<file path="config.mk">
export PLATFORM = sky130hd
export DESIGN_NAME = dnn_stream_top
export DESIGN_NICKNAME = d
export VERILOG_FILES = /design/src/hdl/dnn_pkg.sv /design/src/hdl/mem_bus_if.sv /design/src/hdl/layer_sequencer.sv /design/src/hdl/rd_stream_gen.sv /design/src/hdl/acc_writer.sv /design/src/hdl/mem_arbiter.sv /design/src/hdl/dnn_stream_top.sv
export SDC_FILE = /design/constraint.sdc
export NUM_CORES = 1
export LEC_CHECK = 0
export ABC_CLOCK_PERIOD_IN_PS = 5900
export BUFFER_PORTS_ARGS = -buffer_cell sky130_fd_sc_hd__buf_2
export CAP_MARGIN = 20
export CORE_ASPECT_RATIO = 0.9
export CORE_MARGIN = 5
export CORE_UTILIZATION = 50
export CTS_CLUSTER_DIAMETER = 50
export DETAILED_ROUTE_END_ITERATION = 10
export GPL_ROUTABILITY_DRIVEN = 0
export GPL_TIMING_DRIVEN = 0
export PLACE_DENSITY_LB_ADDON = 0.2
export SLEW_MARGIN = 20
export SYNTH_ARGS = -nofsm -noshare
export SYNTH_HDL_FRONTEND = slang
export SYNTH_SLANG_ARGS = --single-unit
</file>
<file path="constraint.sdc">
create_clock -name clk -period 5.9 [get_ports clk]
set_input_delay 0.885 -clock clk [delete_from_list [all_inputs] [get_ports clk]]
set_output_delay 0.885 -clock clk [all_outputs]
set_load 0.01 [all_outputs]
</file>
<file path="src/hdl/dnn_pkg.sv">
package dnn_pkg;

  // ******************************************************************
  // widths shared by the stream datapath
  // ******************************************************************

  // byte address into the external memory
  localparam int ADDR_W = 16;

  // transfer size field carried with each request
  localparam int SIZE_W = 12;

  // loop count field
  // number of reads per descriptor is loop_max+1
  localparam int LOOP_W = 8;

  // ******************************************************************
  // reduction kind
  // ******************************************************************

  typedef enum logic [0:0] {
    // wrapping sum of returned words
    RED_SUM = 1'b0,
    // unsigned maximum of returned words
    RED_MAX = 1'b1
  } red_type_e;

  // ******************************************************************
  // one read-stream descriptor
  // ******************************************************************

  // 69 bits packed with red_type on top
  typedef struct packed {
    red_type_e           red_type;
    logic [ADDR_W-1:0]   base;
    logic [ADDR_W-1:0]   offset;
    logic [SIZE_W-1:0]   size;
    logic [LOOP_W-1:0]   loop_max;
    logic [ADDR_W-1:0]   out_addr;
  } stream_desc_t;

endpackage

</file>
<file path="src/hdl/mem_bus_if.sv">
interface mem_bus_if
  import dnn_pkg::*;
#(
  parameter int DATA_W = 32
) ();

  // one requester's view of the shared memory port

  // request side held stable until ready
  logic              req;
  logic              wr;
  logic [ADDR_W-1:0] addr;
  logic [SIZE_W-1:0] size;
  logic [DATA_W-1:0] wdata;

  // response side
  // rdata valid in the ready cycle for reads
  logic              ready;
  logic [DATA_W-1:0] rdata;

  modport requester (
    output req, wr, addr, size, wdata,
    input  ready, rdata
  );

  modport arbiter (
    input  req, wr, addr, size, wdata,
    output ready, rdata
  );

endinterface

</file>
<file path="src/hdl/layer_sequencer.sv">
module layer_sequencer
  import dnn_pkg::*;
#(
  parameter int DESC_DEPTH = 8
) (
  input  logic                                         clk,
  input  logic                                         rst,
  input  logic                                         start,
  input  logic [((DESC_DEPTH > 1) ? $clog2(DESC_DEPTH) : 1):0] num_desc,
  input  logic                                         cfg_we,
  input  logic [((DESC_DEPTH > 1) ? $clog2(DESC_DEPTH) : 1)-1:0] cfg_idx,
  input  stream_desc_t                                 cfg_desc,
  input  logic                                         desc_done,
  output stream_desc_t                                 desc,
  output logic                                         desc_go,
  output logic                                         busy,
  output logic                                         done
);

  // ******************************************************************
  // local widths
  // ******************************************************************

  // index width for the descriptor table
  localparam int IDX_W = (DESC_DEPTH > 1) ? $clog2(DESC_DEPTH) : 1;

  // ******************************************************************
  // descriptor table
  // ******************************************************************

  stream_desc_t desc_table [DESC_DEPTH];

  // current entry and latched count
  logic [IDX_W-1:0] idx;
  logic [IDX_W:0]   idx_next;
  logic [IDX_W:0]   desc_cnt;

  // host writes one entry per cfg_we
  always_ff @(posedge clk)
  begin
    if (cfg_we)
    begin
      desc_table[cfg_idx] <= cfg_desc;
    end
  end

  // entry under the walk pointer
  // valid in the same cycle as desc_go
  assign desc = desc_table[idx];

  // one wider than idx so the end compare cannot wrap
  assign idx_next = {1'b0, idx} + 1'b1;

  // ******************************************************************
  // start / walk / done control
  // ******************************************************************

  always_ff @(posedge clk)
  begin
    if (rst)
    begin
      busy     <= 1'b0;
      done     <= 1'b0;
      desc_go  <= 1'b0;
      idx      <= '0;
      desc_cnt <= '0;
    end
    else
    begin
      // pulses by default
      desc_go <= 1'b0;
      done    <= 1'b0;
      if (!busy)
      begin
        // start only seen while idle
        if (start)
        begin
          idx      <= '0;
          desc_cnt <= num_desc;
          if (num_desc == '0)
          begin
            // empty table, finish at once
            done <= 1'b1;
          end
          else
          begin
            busy    <= 1'b1;
            desc_go <= 1'b1;
          end
        end
      end
      else if (desc_done)
      begin
        if (idx_next == desc_cnt)
        begin
          // last descriptor written back
          busy <= 1'b0;
          done <= 1'b1;
        end
        else
        begin
          // advance and kick the next entry
          idx     <= idx_next[IDX_W-1:0];
          desc_go <= 1'b1;
        end
      end
    end
  end

  // ******************************************************************
  // checks
  // ******************************************************************

  // writer completion only ever follows a kick from this walk
  a_done_while_busy : assert property (
    @(posedge clk) disable iff (rst)
    desc_done |-> busy
  );

endmodule

</file>
<file path="src/hdl/rd_stream_gen.sv">
module rd_stream_gen
  import dnn_pkg::*;
#(
  parameter int DATA_W = 32
) (
  input  logic              clk,
  input  logic              rst,
  input  logic              desc_go,
  input  stream_desc_t      desc,
  mem_bus_if.requester      bus,
  output logic              beat_valid,
  output logic [DATA_W-1:0] beat_data,
  output logic              beat_last
);

  // ******************************************************************
  // state
  // ******************************************************************

  // high while reads remain for this descriptor
  logic              active;
  // reads accepted so far
  logic [LOOP_W-1:0] rd_cnt;

  // descriptor fields held for the whole stream
  logic [ADDR_W-1:0] rd_addr;
  logic [ADDR_W-1:0] rd_offset;
  logic [SIZE_W-1:0] rd_size;
  logic [LOOP_W-1:0] rd_loop_max;

  logic rd_accept;
  logic rd_final;

  assign rd_accept = active && bus.ready;
  assign rd_final  = (rd_cnt == rd_loop_max);

  // ******************************************************************
  // request control
  // ******************************************************************

  always_ff @(posedge clk)
  begin
    if (rst)
    begin
      active     <= 1'b0;
      rd_cnt     <= '0;
      beat_valid <= 1'b0;
      beat_last  <= 1'b0;
    end
    else
    begin
      beat_valid <= 1'b0;
      beat_last  <= 1'b0;
      if (desc_go)
      begin
        active <= 1'b1;
        rd_cnt <= '0;
      end
      else if (rd_accept)
      begin
        // one beat per returned word
        beat_valid <= 1'b1;
        beat_last  <= rd_final;
        rd_cnt     <= rd_cnt + 1'b1;
        if (rd_final)
        begin
          active <= 1'b0;
        end
      end
    end
  end

  // address walk and payload capture
  always_ff @(posedge clk)
  begin
    if (desc_go)
    begin
      rd_addr     <= desc.base;
      rd_offset   <= desc.offset;
      rd_size     <= desc.size;
      rd_loop_max <= desc.loop_max;
    end
    else if (rd_accept)
    begin
      // stride wraps at ADDR_W
      rd_addr <= rd_addr + rd_offset;
    end
    if (rd_accept)
    begin
      beat_data <= bus.rdata;
    end
  end

  // ******************************************************************
  // bus drive
  // ******************************************************************

  assign bus.req   = active;
  assign bus.wr    = 1'b0;
  assign bus.addr  = rd_addr;
  assign bus.size  = rd_size;
  assign bus.wdata = '0;

  // held request keeps its address until the arbiter answers
  a_addr_hold : assert property (
    @(posedge clk) disable iff (rst)
    (bus.req && !bus.ready) |=> (bus.req && $stable(bus.addr))
  );

endmodule

</file>
<file path="src/hdl/acc_writer.sv">
module acc_writer
  import dnn_pkg::*;
#(
  parameter int DATA_W = 32
) (
  input  logic              clk,
  input  logic              rst,
  input  logic              desc_go,
  input  stream_desc_t      desc,
  input  logic              beat_valid,
  input  logic [DATA_W-1:0] beat_data,
  input  logic              beat_last,
  mem_bus_if.requester      bus,
  output logic              desc_done
);

  // ******************************************************************
  // state
  // ******************************************************************

  // next beat loads rather than combines
  logic              first_beat;
  // result write outstanding
  logic              wr_pend;

  // per-descriptor settings
  red_type_e         red_type_q;
  logic [ADDR_W-1:0] out_addr_q;

  logic [DATA_W-1:0] acc;
  logic [DATA_W-1:0] acc_next;

  // ******************************************************************
  // reduction
  // ******************************************************************

  always_comb
  begin
    if (first_beat)
    begin
      acc_next = beat_data;
    end
    else if (red_type_q == RED_MAX)
    begin
      // unsigned compare
      acc_next = (beat_data > acc) ? beat_data : acc;
    end
    else
    begin
      // sum wraps at DATA_W
      acc_next = acc + beat_data;
    end
  end

  always_ff @(posedge clk)
  begin
    if (desc_go)
    begin
      red_type_q <= desc.red_type;
      out_addr_q <= desc.out_addr;
    end
    if (beat_valid)
    begin
      acc <= acc_next;
    end
  end

  // ******************************************************************
  // write control
  // ******************************************************************

  always_ff @(posedge clk)
  begin
    if (rst)
    begin
      first_beat <= 1'b0;
      wr_pend    <= 1'b0;
    end
    else
    begin
      if (desc_go)
      begin
        first_beat <= 1'b1;
      end
      else if (beat_valid)
      begin
        first_beat <= 1'b0;
      end
      // write goes out the cycle after the closing beat
      if (beat_valid && beat_last)
      begin
        wr_pend <= 1'b1;
      end
      else if (bus.ready)
      begin
        wr_pend <= 1'b0;
      end
    end
  end

  // completion in the ready cycle itself
  assign desc_done = wr_pend && bus.ready;

  // single-word write of the result
  assign bus.req   = wr_pend;
  assign bus.wr    = 1'b1;
  assign bus.addr  = out_addr_q;
  assign bus.size  = SIZE_W'(1);
  assign bus.wdata = acc;

endmodule

</file>
<file path="src/hdl/mem_arbiter.sv">
module mem_arbiter
  import dnn_pkg::*;
#(
  parameter int DATA_W = 32
) (
  input  logic              clk,
  input  logic              rst,
  mem_bus_if.arbiter        rd_bus,
  mem_bus_if.arbiter        wr_bus,
  input  logic              mem_ready,
  input  logic [DATA_W-1:0] mem_rdata,
  output logic              mem_req,
  output logic              mem_wr,
  output logic [ADDR_W-1:0] mem_addr,
  output logic [SIZE_W-1:0] mem_size,
  output logic [DATA_W-1:0] mem_wdata
);

  // ******************************************************************
  // grant selection
  // ******************************************************************

  // grant held from an earlier cycle
  logic lock_valid;
  logic lock_wr;
  // current grant, high selects the writer
  logic sel_wr;

  always_comb
  begin
    if (lock_valid)
    begin
      sel_wr = lock_wr;
    end
    else
    begin
      // pending write wins
      sel_wr = wr_bus.req;
    end
  end

  // lock while the granted request waits on the memory
  always_ff @(posedge clk)
  begin
    if (rst)
    begin
      lock_valid <= 1'b0;
      lock_wr    <= 1'b0;
    end
    else
    begin
      lock_valid <= mem_req && !mem_ready;
      lock_wr    <= sel_wr;
    end
  end

  // ******************************************************************
  // port mux and response routing
  // ******************************************************************

  assign mem_req   = sel_wr ? wr_bus.req   : rd_bus.req;
  assign mem_wr    = sel_wr ? wr_bus.wr    : rd_bus.wr;
  assign mem_addr  = sel_wr ? wr_bus.addr  : rd_bus.addr;
  assign mem_size  = sel_wr ? wr_bus.size  : rd_bus.size;
  assign mem_wdata = sel_wr ? wr_bus.wdata : rd_bus.wdata;

  // answer only the granted side
  assign rd_bus.ready = mem_ready && mem_req && !sel_wr;
  assign wr_bus.ready = mem_ready && mem_req && sel_wr;
  assign rd_bus.rdata = sel_wr ? '0 : mem_rdata;
  assign wr_bus.rdata = sel_wr ? mem_rdata : '0;

  // ******************************************************************
  // checks
  // ******************************************************************

  a_grant_locked : assert property (
    @(posedge clk) disable iff (rst)
    (mem_req && !mem_ready) |=> (mem_req && (sel_wr == $past(sel_wr)))
  );

  a_one_ready : assert property (
    @(posedge clk) disable iff (rst)
    !(rd_bus.ready && wr_bus.ready)
  );

endmodule

</file>
<file path="src/hdl/dnn_stream_top.sv">
module dnn_stream_top
  import dnn_pkg::*;
#(
  parameter int DATA_W     = 32,
  parameter int DESC_DEPTH = 8
) (
  input  logic              clk,
  input  logic              rst,
  input  logic              start,
  input  logic [((DESC_DEPTH > 1) ? $clog2(DESC_DEPTH) : 1):0] num_desc,
  output logic              busy,
  output logic              done,
  // descriptor table load
  input  logic              cfg_we,
  input  logic [((DESC_DEPTH > 1) ? $clog2(DESC_DEPTH) : 1)-1:0] cfg_idx,
  input  red_type_e         cfg_red_type,
  input  logic [ADDR_W-1:0] cfg_base,
  input  logic [ADDR_W-1:0] cfg_offset,
  input  logic [SIZE_W-1:0] cfg_size,
  input  logic [LOOP_W-1:0] cfg_loop_max,
  input  logic [ADDR_W-1:0] cfg_out_addr,
  // external memory port
  output logic              mem_req,
  output logic              mem_wr,
  output logic [ADDR_W-1:0] mem_addr,
  output logic [SIZE_W-1:0] mem_size,
  output logic [DATA_W-1:0] mem_wdata,
  input  logic              mem_ready,
  input  logic [DATA_W-1:0] mem_rdata
);

  // ******************************************************************
  // internal wiring
  // ******************************************************************

  stream_desc_t      desc;
  logic              desc_go;
  logic              desc_done;
  logic              beat_valid;
  logic [DATA_W-1:0] beat_data;
  logic              beat_last;

  // reader and writer views of the memory port
  mem_bus_if #(.DATA_W(DATA_W)) rd_bus ();
  mem_bus_if #(.DATA_W(DATA_W)) wr_bus ();

  // ******************************************************************
  // instances
  // ******************************************************************

  // cfg fields packed in descriptor field order
  layer_sequencer #(
    .DESC_DEPTH (DESC_DEPTH)
  ) u_seq (
    .clk       (clk),
    .rst       (rst),
    .start     (start),
    .num_desc  (num_desc),
    .cfg_we    (cfg_we),
    .cfg_idx   (cfg_idx),
    .cfg_desc  ({cfg_red_type, cfg_base, cfg_offset, cfg_size, cfg_loop_max, cfg_out_addr}),
    .desc_done (desc_done),
    .desc      (desc),
    .desc_go   (desc_go),
    .busy      (busy),
    .done      (done)
  );

  rd_stream_gen #(
    .DATA_W (DATA_W)
  ) u_rd (
    .clk        (clk),
    .rst        (rst),
    .desc_go    (desc_go),
    .desc       (desc),
    .bus        (rd_bus.requester),
    .beat_valid (beat_valid),
    .beat_data  (beat_data),
    .beat_last  (beat_last)
  );

  acc_writer #(
    .DATA_W (DATA_W)
  ) u_acc (
    .clk        (clk),
    .rst        (rst),
    .desc_go    (desc_go),
    .desc       (desc),
    .beat_valid (beat_valid),
    .beat_data  (beat_data),
    .beat_last  (beat_last),
    .bus        (wr_bus.requester),
    .desc_done  (desc_done)
  );

  mem_arbiter #(
    .DATA_W (DATA_W)
  ) u_arb (
    .clk       (clk),
    .rst       (rst),
    .rd_bus    (rd_bus.arbiter),
    .wr_bus    (wr_bus.arbiter),
    .mem_ready (mem_ready),
    .mem_rdata (mem_rdata),
    .mem_req   (mem_req),
    .mem_wr    (mem_wr),
    .mem_addr  (mem_addr),
    .mem_size  (mem_size),
    .mem_wdata (mem_wdata)
  );

endmodule

</file>
==> impl_metrics.ini, run 1 <==
[outcome]
outcome = complete, no violations

[route]
vias = 17090
drc_errors = 0
viasPerCell = 5.784
initialDrtViolationCount = 1491
drtPass1Iterations = 7
routedWlPerCell_um = 23.94
route.final.wire_length_um = 70720
postRouteAntennaNets = 0

[placement]
post-place-ws_ns = 2.159
dp_cells = 2807
place_area_um2 = 33190
dp_hpwl_um = 49350
portBuffers = 175

[worst_setup_path]
cp_slowest_cell = clkbuf_1
critical_path_arrival_ns = 3.53
crit_buf_inv = 3
crit_cells = 6
reg2reg_setup_slack_ns = 2.33
required_ns = 5.02
r2r-end = u_acc.bus.wdata[28]
crit_chain = mux2i_1 > clkbuf_1 > clkbuf_1 > nand2_1 > nand2_1 > buf_2
cpLargestDelayFamily = buffers and inverters
worst-path-max-fanout = 10
critPathMaxStageDelay_ns = 0.80
reg2reg_depth = 10
path_class = flop to output pin
start_kind = flop
worstReg2RegStart = u_rd.beat_data[0]
end_kind = output pin

[timing]
rsz0062_at_grt = false
fin_crit_sh = 0.7488
fin_ws_ns = 1.482
slew_violations = 0
fin_skew_ns = 0.02150
tightest_slew_ns = 1.103
fmax_mhz = 226.3
maxSlewHeadroom = 0.2545
setup_viol = 0
hold_violations = 0
min_period_ns = 4.418

[power]
power_density_nw_per_um2 = 315.3
power.leakage_nw = 12.30
peakVddDrop_mv = 0.2562

[min_path]
hold_class = flop to flop
min_from = u_seq.desc_cnt[3]
hold_end = u_seq.desc_cnt[3]
holdPathStages = 2

[synthesis]
synthTopCellsByCount = edfxtp_1 (685), mux4_2 (138), nor2_1 (112)
syn_nets = 2001
synth_top_cell_by_area = edfxtp_1
ys_seq_area_frac = 0.6964
yosys-top-cells-area = edfxtp_1 (68%), mux4_2 (10%), ha_1 (3.3%)
synthArstFlopShare = 0
ys.flop_type = edfxtp_1
yosys_register_bits = 713
netlist.area_leader.share = 0.6780
synth_area_per_cell_um2 = 16.80
synthesis.area_um2 = 30340
syn_inst = 1806
yosys_warnings = 0
synth_edf_count = 685
synth_cell_types = 64
synth.most_common_cell = edfxtp_1

[floorplanning]
fp.dieH_um = 243.7
rows = 85
start_util = 0.5058
core-area_um2 = 59980
dieArea_um2 = 65710
num_io_pins = 177
die_w_um = 269.7

[global_route]
groute.usage.overall = 0.2148
gr-total-overflow = 0
antenna_found_initial = 11
grt_pass1_wl_um = 107300
grt_max_degree = 36
grt_pass1_vias = 17540

[cts]
insertion_delay_ns = 0.62
clk_pin_slew_ns = 0.06
clock_path_buffers = 3
cts-root-buf = clkbuf_16
htree_levels = 3
ctsResizeCount = 0
cts_tree = done
hold_buffers = 0
clock_sinks = 713
cts_buffers = 78
cts_setup_buffers = 0

[finish]
multi_input_area_um2 = 8708
drive_gt1_frac = 0.2666
fin_cells = 2954
fin_area_um2 = 35830
nets = 2299
area_delta_synth_final_pct = 18.08
nFillCells = 4507
regArea_um2 = 21130

[flow_run]
maxCapViolCount = 0
## worst register-to-register path, stage by stage (launching register included)
cell and delay, ns:
edfxtp_1 0.42, ha_1 0.25, inv_1 0.08, fa_1 0.21, o21bai_1 0.10, a221oi_1 0.48, nor4b_1 0.22, nor4b_1 0.94
o211ai_1 0.28, xor2_1 0.22, o21ai_0 0.09
## stage by stage
stage	util	setup TNS [ns]	total power [mW]	hold slack, ns
after floorplan	-	0	6.199	0.4481
after global placement	0.5369	-922.95	6.418	0.4611
after detailed placement	0.5533	0	6.465	0.4664
after CTS	0.5970	0	11.38	0.4479
after global routing	0.5971	0	11.67	0.4697
final	0.5973	0	11.30	0.4759
## cell usage in the layout, fill, tap and decap left out, types with 8 or more instances in the layout
cell type / n
a21oi_1: 64
a31oi_1: 11
and2_1: 47
buf_1: 11
buf_16: 19
buf_2: 179
buf_8: 12
bufinv_16: 8
clkbuf_1: 67
clkbuf_16: 82
clkbuf_2: 9
clkinv_2: 15
dfxtp_1: 27
edfxtp_1: 685
ha_1: 80
inv_1: 70
inv_6: 9
mux2_2: 59
mux2i_1: 14
mux4_2: 138
nand2_1: 108
nand2b_1: 21
nand3_1: 10
nand4_1: 11
nor2_1: 106
nor2b_1: 11
nor3_1: 9
nor4_1: 9
o211ai_1: 11
o21a_1: 9
o21ai_0: 61
o21bai_1: 11
o31ai_1: 11
xnor2_1: 31
xor2_1: 24
## final cells by class
| type | instances | area share |
|---|---|---|
| plain buffers | 81 | 0.009360 |
| inverters | 70 | 0.007334 |
| multi-input cells | 942 | 0.2431 |
| diodes | 3 | 0.0002095 |
| repair buffers | 218 | 0.04956 |
| well taps | 783 | 0.02735 |
| clock inverters | 49 | 0.01428 |
| flip-flops and latches | 713 | 0.5899 |
| clock buffers | 95 | 0.05892 |
## registers in the layout, summed over array words and instances (netlist names), 4 cells and up, named ones only
| name | count |
|---|---|
| u_rd.rd_loop_max | 8 |
| u_rd.bus.addr | 16 |
| u_rd.bus.size | 12 |
| u_seq.desc_table | 552 |
| u_acc.bus.wdata | 32 |
| u_rd.rd_offset | 16 |
| u_acc.bus.addr | 16 |
| u_rd.rd_cnt | 8 |
| u_rd.beat_data | 32 |
| u_seq.desc_cnt | 4 |
## per-layer routing
layer  wire length (µm)  global-route usage  vias up
li1                   -                   -     7636
met1              31100              0.3086     8807
met2              33500              0.3435      530
met3               4764             0.04712      102
met4               1290             0.04709       10
met5                 59                   0        -
## report_power, final
| part | internal [mW] | switching, mW |
|---|---|---|
| logic | 0.230 | 0.339 |
| clock network | 2.93 | 2.00 |
| registers | 5.73 | 0.0593 |
## cells by family after synthesis
| group | share of synthesized area |
|---|---|
| flops | 0.6964 |
| simple gates | 0.05893 |
| compound gates | 0.04615 |
| mux | 0.1290 |
| buf+inv | 0.01934 |
| fa+ha+maj | 0.03431 |
| xor+xnor | 0.01588 |
## worst max path at each step
stage,from,to
final,u_arb.lock_valid,mem_addr[6]
after CTS,u_arb.lock_valid,mem_addr[6]
after global routing,u_arb.lock_valid,mem_addr[6]
after global placement,cfg_idx[2],u_seq.desc_table[1][47]
after floorplan,u_rd.beat_data[5],u_acc.bus.wdata[0]
after detailed placement,u_arb.lock_valid,mem_addr[6]
Note: power is estimated with default switching activity, not from simulation.
==> run 2, diff against run 1 <==
Settings changed: ABC_CLOCK_PERIOD_IN_PS 5900 to 3700.
Clock period 5.9 ns to 3.7 ns, I/O delays scaled along.
==> run 2 against run 1 <==
Via count fell by 0.68%. Clock power grew 50%. Cell count decreased by 0.27%. Combinational power increased by 59%. Critical endpoint is now u_acc.bus.wdata[28]. Largest cell class unchanged. Highest routed layer unchanged.
==> impl_metrics.ini, run 2 (same netlist as run 1, synthesis figures left out) <==
[floorplanning]
start_util = 0.5058
num_io_pins = 177
die_w_um = 269.7
core-area_um2 = 59980
fp.dieH_um = 243.7
rows = 85
dieArea_um2 = 65710

[cts]
clock_path_buffers = 3
hold_buffers = 0
cts-root-buf = clkbuf_16
htree_levels = 3
clock_sinks = 713
cts_buffers = 77
insertion_delay_ns = 0.62
clk_pin_slew_ns = 0.06
cts_tree = done

[route]
postRouteAntennaNets = 0
drc_errors = 0
route.final.wire_length_um = 69670
vias = 16970
viasPerCell = 5.760
initialDrtViolationCount = 1375
drtPass1Iterations = 5
routedWlPerCell_um = 23.65

[outcome]
outcome = complete, no violations

[timing]
fin_ws_ns = 0.1419
rsz0062_at_grt = false
slew_violations = 0
hold_violations = 0
maxSlewHeadroom = 0.2878
fin_skew_ns = 0.02311
setup_viol = 0
fin_crit_sh = 0.9616
min_period_ns = 3.558
tightest_slew_ns = 1.053
fmax_mhz = 281.1

[worst_setup_path]
required_ns = 4.04
worstSetupStartpoint = u_rd.beat_data[10]
reg2reg_depth = 9
cpLargestDelayFamily = simple AND/OR/NAND/NOR gates
worstReg2RegStart = u_rd.beat_data[10]
critPathMaxStageDelay_ns = 0.76
crit_buf_inv = 1
crit_cells = 9
cp_slowest_cell = nor4b_1
worst-path-max-fanout = 7
end_kind = flop
critical_path_arrival_ns = 3.90
reg2reg_setup_slack_ns = 0.14
path_class = flop to flop
path_common_cell = nor4b_1
crit_chain = ha_1 > buf_6 > or4_4 > nor2_1 > nor4b_1 > nor4b_1 > o211ai_1 > xor2_1 > o21ai_0
start_kind = flop

[global_route]
grt_pass1_wl_um = 106700
grt_max_degree = 44
grt_pass1_vias = 17540
antenna_found_initial = 12
gr-total-overflow = 0
groute.usage.overall = 0.2125

[finish]
layout_common_cells = edfxtp_1 (685), buf_2 (178), mux4_2 (138), nand2_1 (108), nor2_1 (106)
drive_gt1_frac = 0.2602
area_delta_synth_final_pct = 17.34
final_util = 0.5935
regMostFlops = u_seq.desc_table
largest_reg_flops = 552
final_common_cell = edfxtp_1
nets = 2295

[placement]
portBuffers = 175
post-place-ws_ns = 0.2477
dp_hpwl_um = 48530

[min_path]
holdPathStages = 2
hold_class = input port to flop
min_from = mem_ready

[power]
power_density_nw_per_um2 = 492.9
clkPwrFrac = 0.422
p_sw_mw = 3.790
peakVddDrop_mv = 0.3711
swShare = 0.2160
internal-power_mw = 13.76
seq_power_share = 0.526
power.leakage_nw = 12.17
comb_power_share = 0.051

[flow_run]
maxCapViolCount = 0
## run 2: cell count changes in the layout (fill, tap and decap cells not counted), moves of 2 or more
cell       before  now
clkinv_2       15    3
clkbuf_2        9   11
bufinv_16       8    4
clkinv_1        7   11
clkinv_4        3    7
clkinv_8        1    5
buf_12          7   11
clkbuf_1       67   71
inv_6           9    7
clkbuf_16      82   78
buf_16         19   14
## run 2: stage by stage
| step | hold WS, ns | setup TNS, ns | instances | cell area (µm²) | power (mW) |
|---|---|---|---|---|---|
| after floorplan | 0.4481 | -159.97 | 1806 | 30370 | 9.884 |
| after global placement | 0.4604 | -1652.83 | 2764 | 32220 | 10.23 |
| after detailed placement | 0.4680 | 0 | 2804 | 33100 | 10.30 |
| after CTS | 0.1146 | 0 | 2943 | 35590 | 17.70 |
| after global routing | 0.1401 | 0 | 2943 | 35590 | 18.19 |
| final | 0.1565 | 0 | 2946 | 35600 | 17.55 |
## run 2: worst reg2reg max path, stage by stage (launching register included)
cell	delay (ns)
edfxtp_1	0.44
ha_1	0.35
buf_6	0.14
or4_4	0.55
nor2_1	0.11
nor4b_1	0.76
nor4b_1	0.30
o211ai_1	0.34
xor2_1	0.18
o21ai_0	0.10
## run 2: layer usage
layer / vias up / GRT usage / wire length (µm) / part of all wire
li1: 7636 / - / - / -
met5: - / 0 / 95 / 0.0014
met2: 568 / 0.3293 / 32110 / 0.46
met3: 112 / 0.05027 / 5100 / 0.073
met1: 8636 / 0.3094 / 30940 / 0.44
met4: 16 / 0.05299 / 1425 / 0.020
## run 2: final timing paths
path / to
worst max-delay path: u_acc.bus.wdata[28]
worst min-delay path: u_arb.lock_valid
worst max register to register: u_acc.bus.wdata[28]
worst min register to register: u_seq.desc_cnt[3]
## run 2: cell type report
type / instances / area, µm²
Multi-Input combinational cell: 942 / 8708
Buffer: 81 / 336.6
Tap cell: 783 / 979.7
Sequential cell: 713 / 21130
Fill cell: 4538 / 24380
Inverter: 70 / 262.8
Antenna cell: 3 / 7.507
Clock buffer: 96 / 2029
Timing Repair Buffer: 215 / 1692
Clock inverter: 43 / 451.7
## run 2: timing repair
item | CTS | global route
endpoints found under the setup margin | 18 | 1
resized for setup | 1 | 3
setup buffers | 0 | 0
## run 2: power by group through the flow
stage	combinational [mW]	sequential (mW)	clock, mW
5_1_grt	0.993	9.25	7.95
3_3_place_gp	0.801	9.43	0
2_1_floorplan	0.497	9.39	0
3_5_place_dp	0.897	9.40	0
6_report	0.903	9.23	7.41
4_1_cts	0.904	9.23	7.57
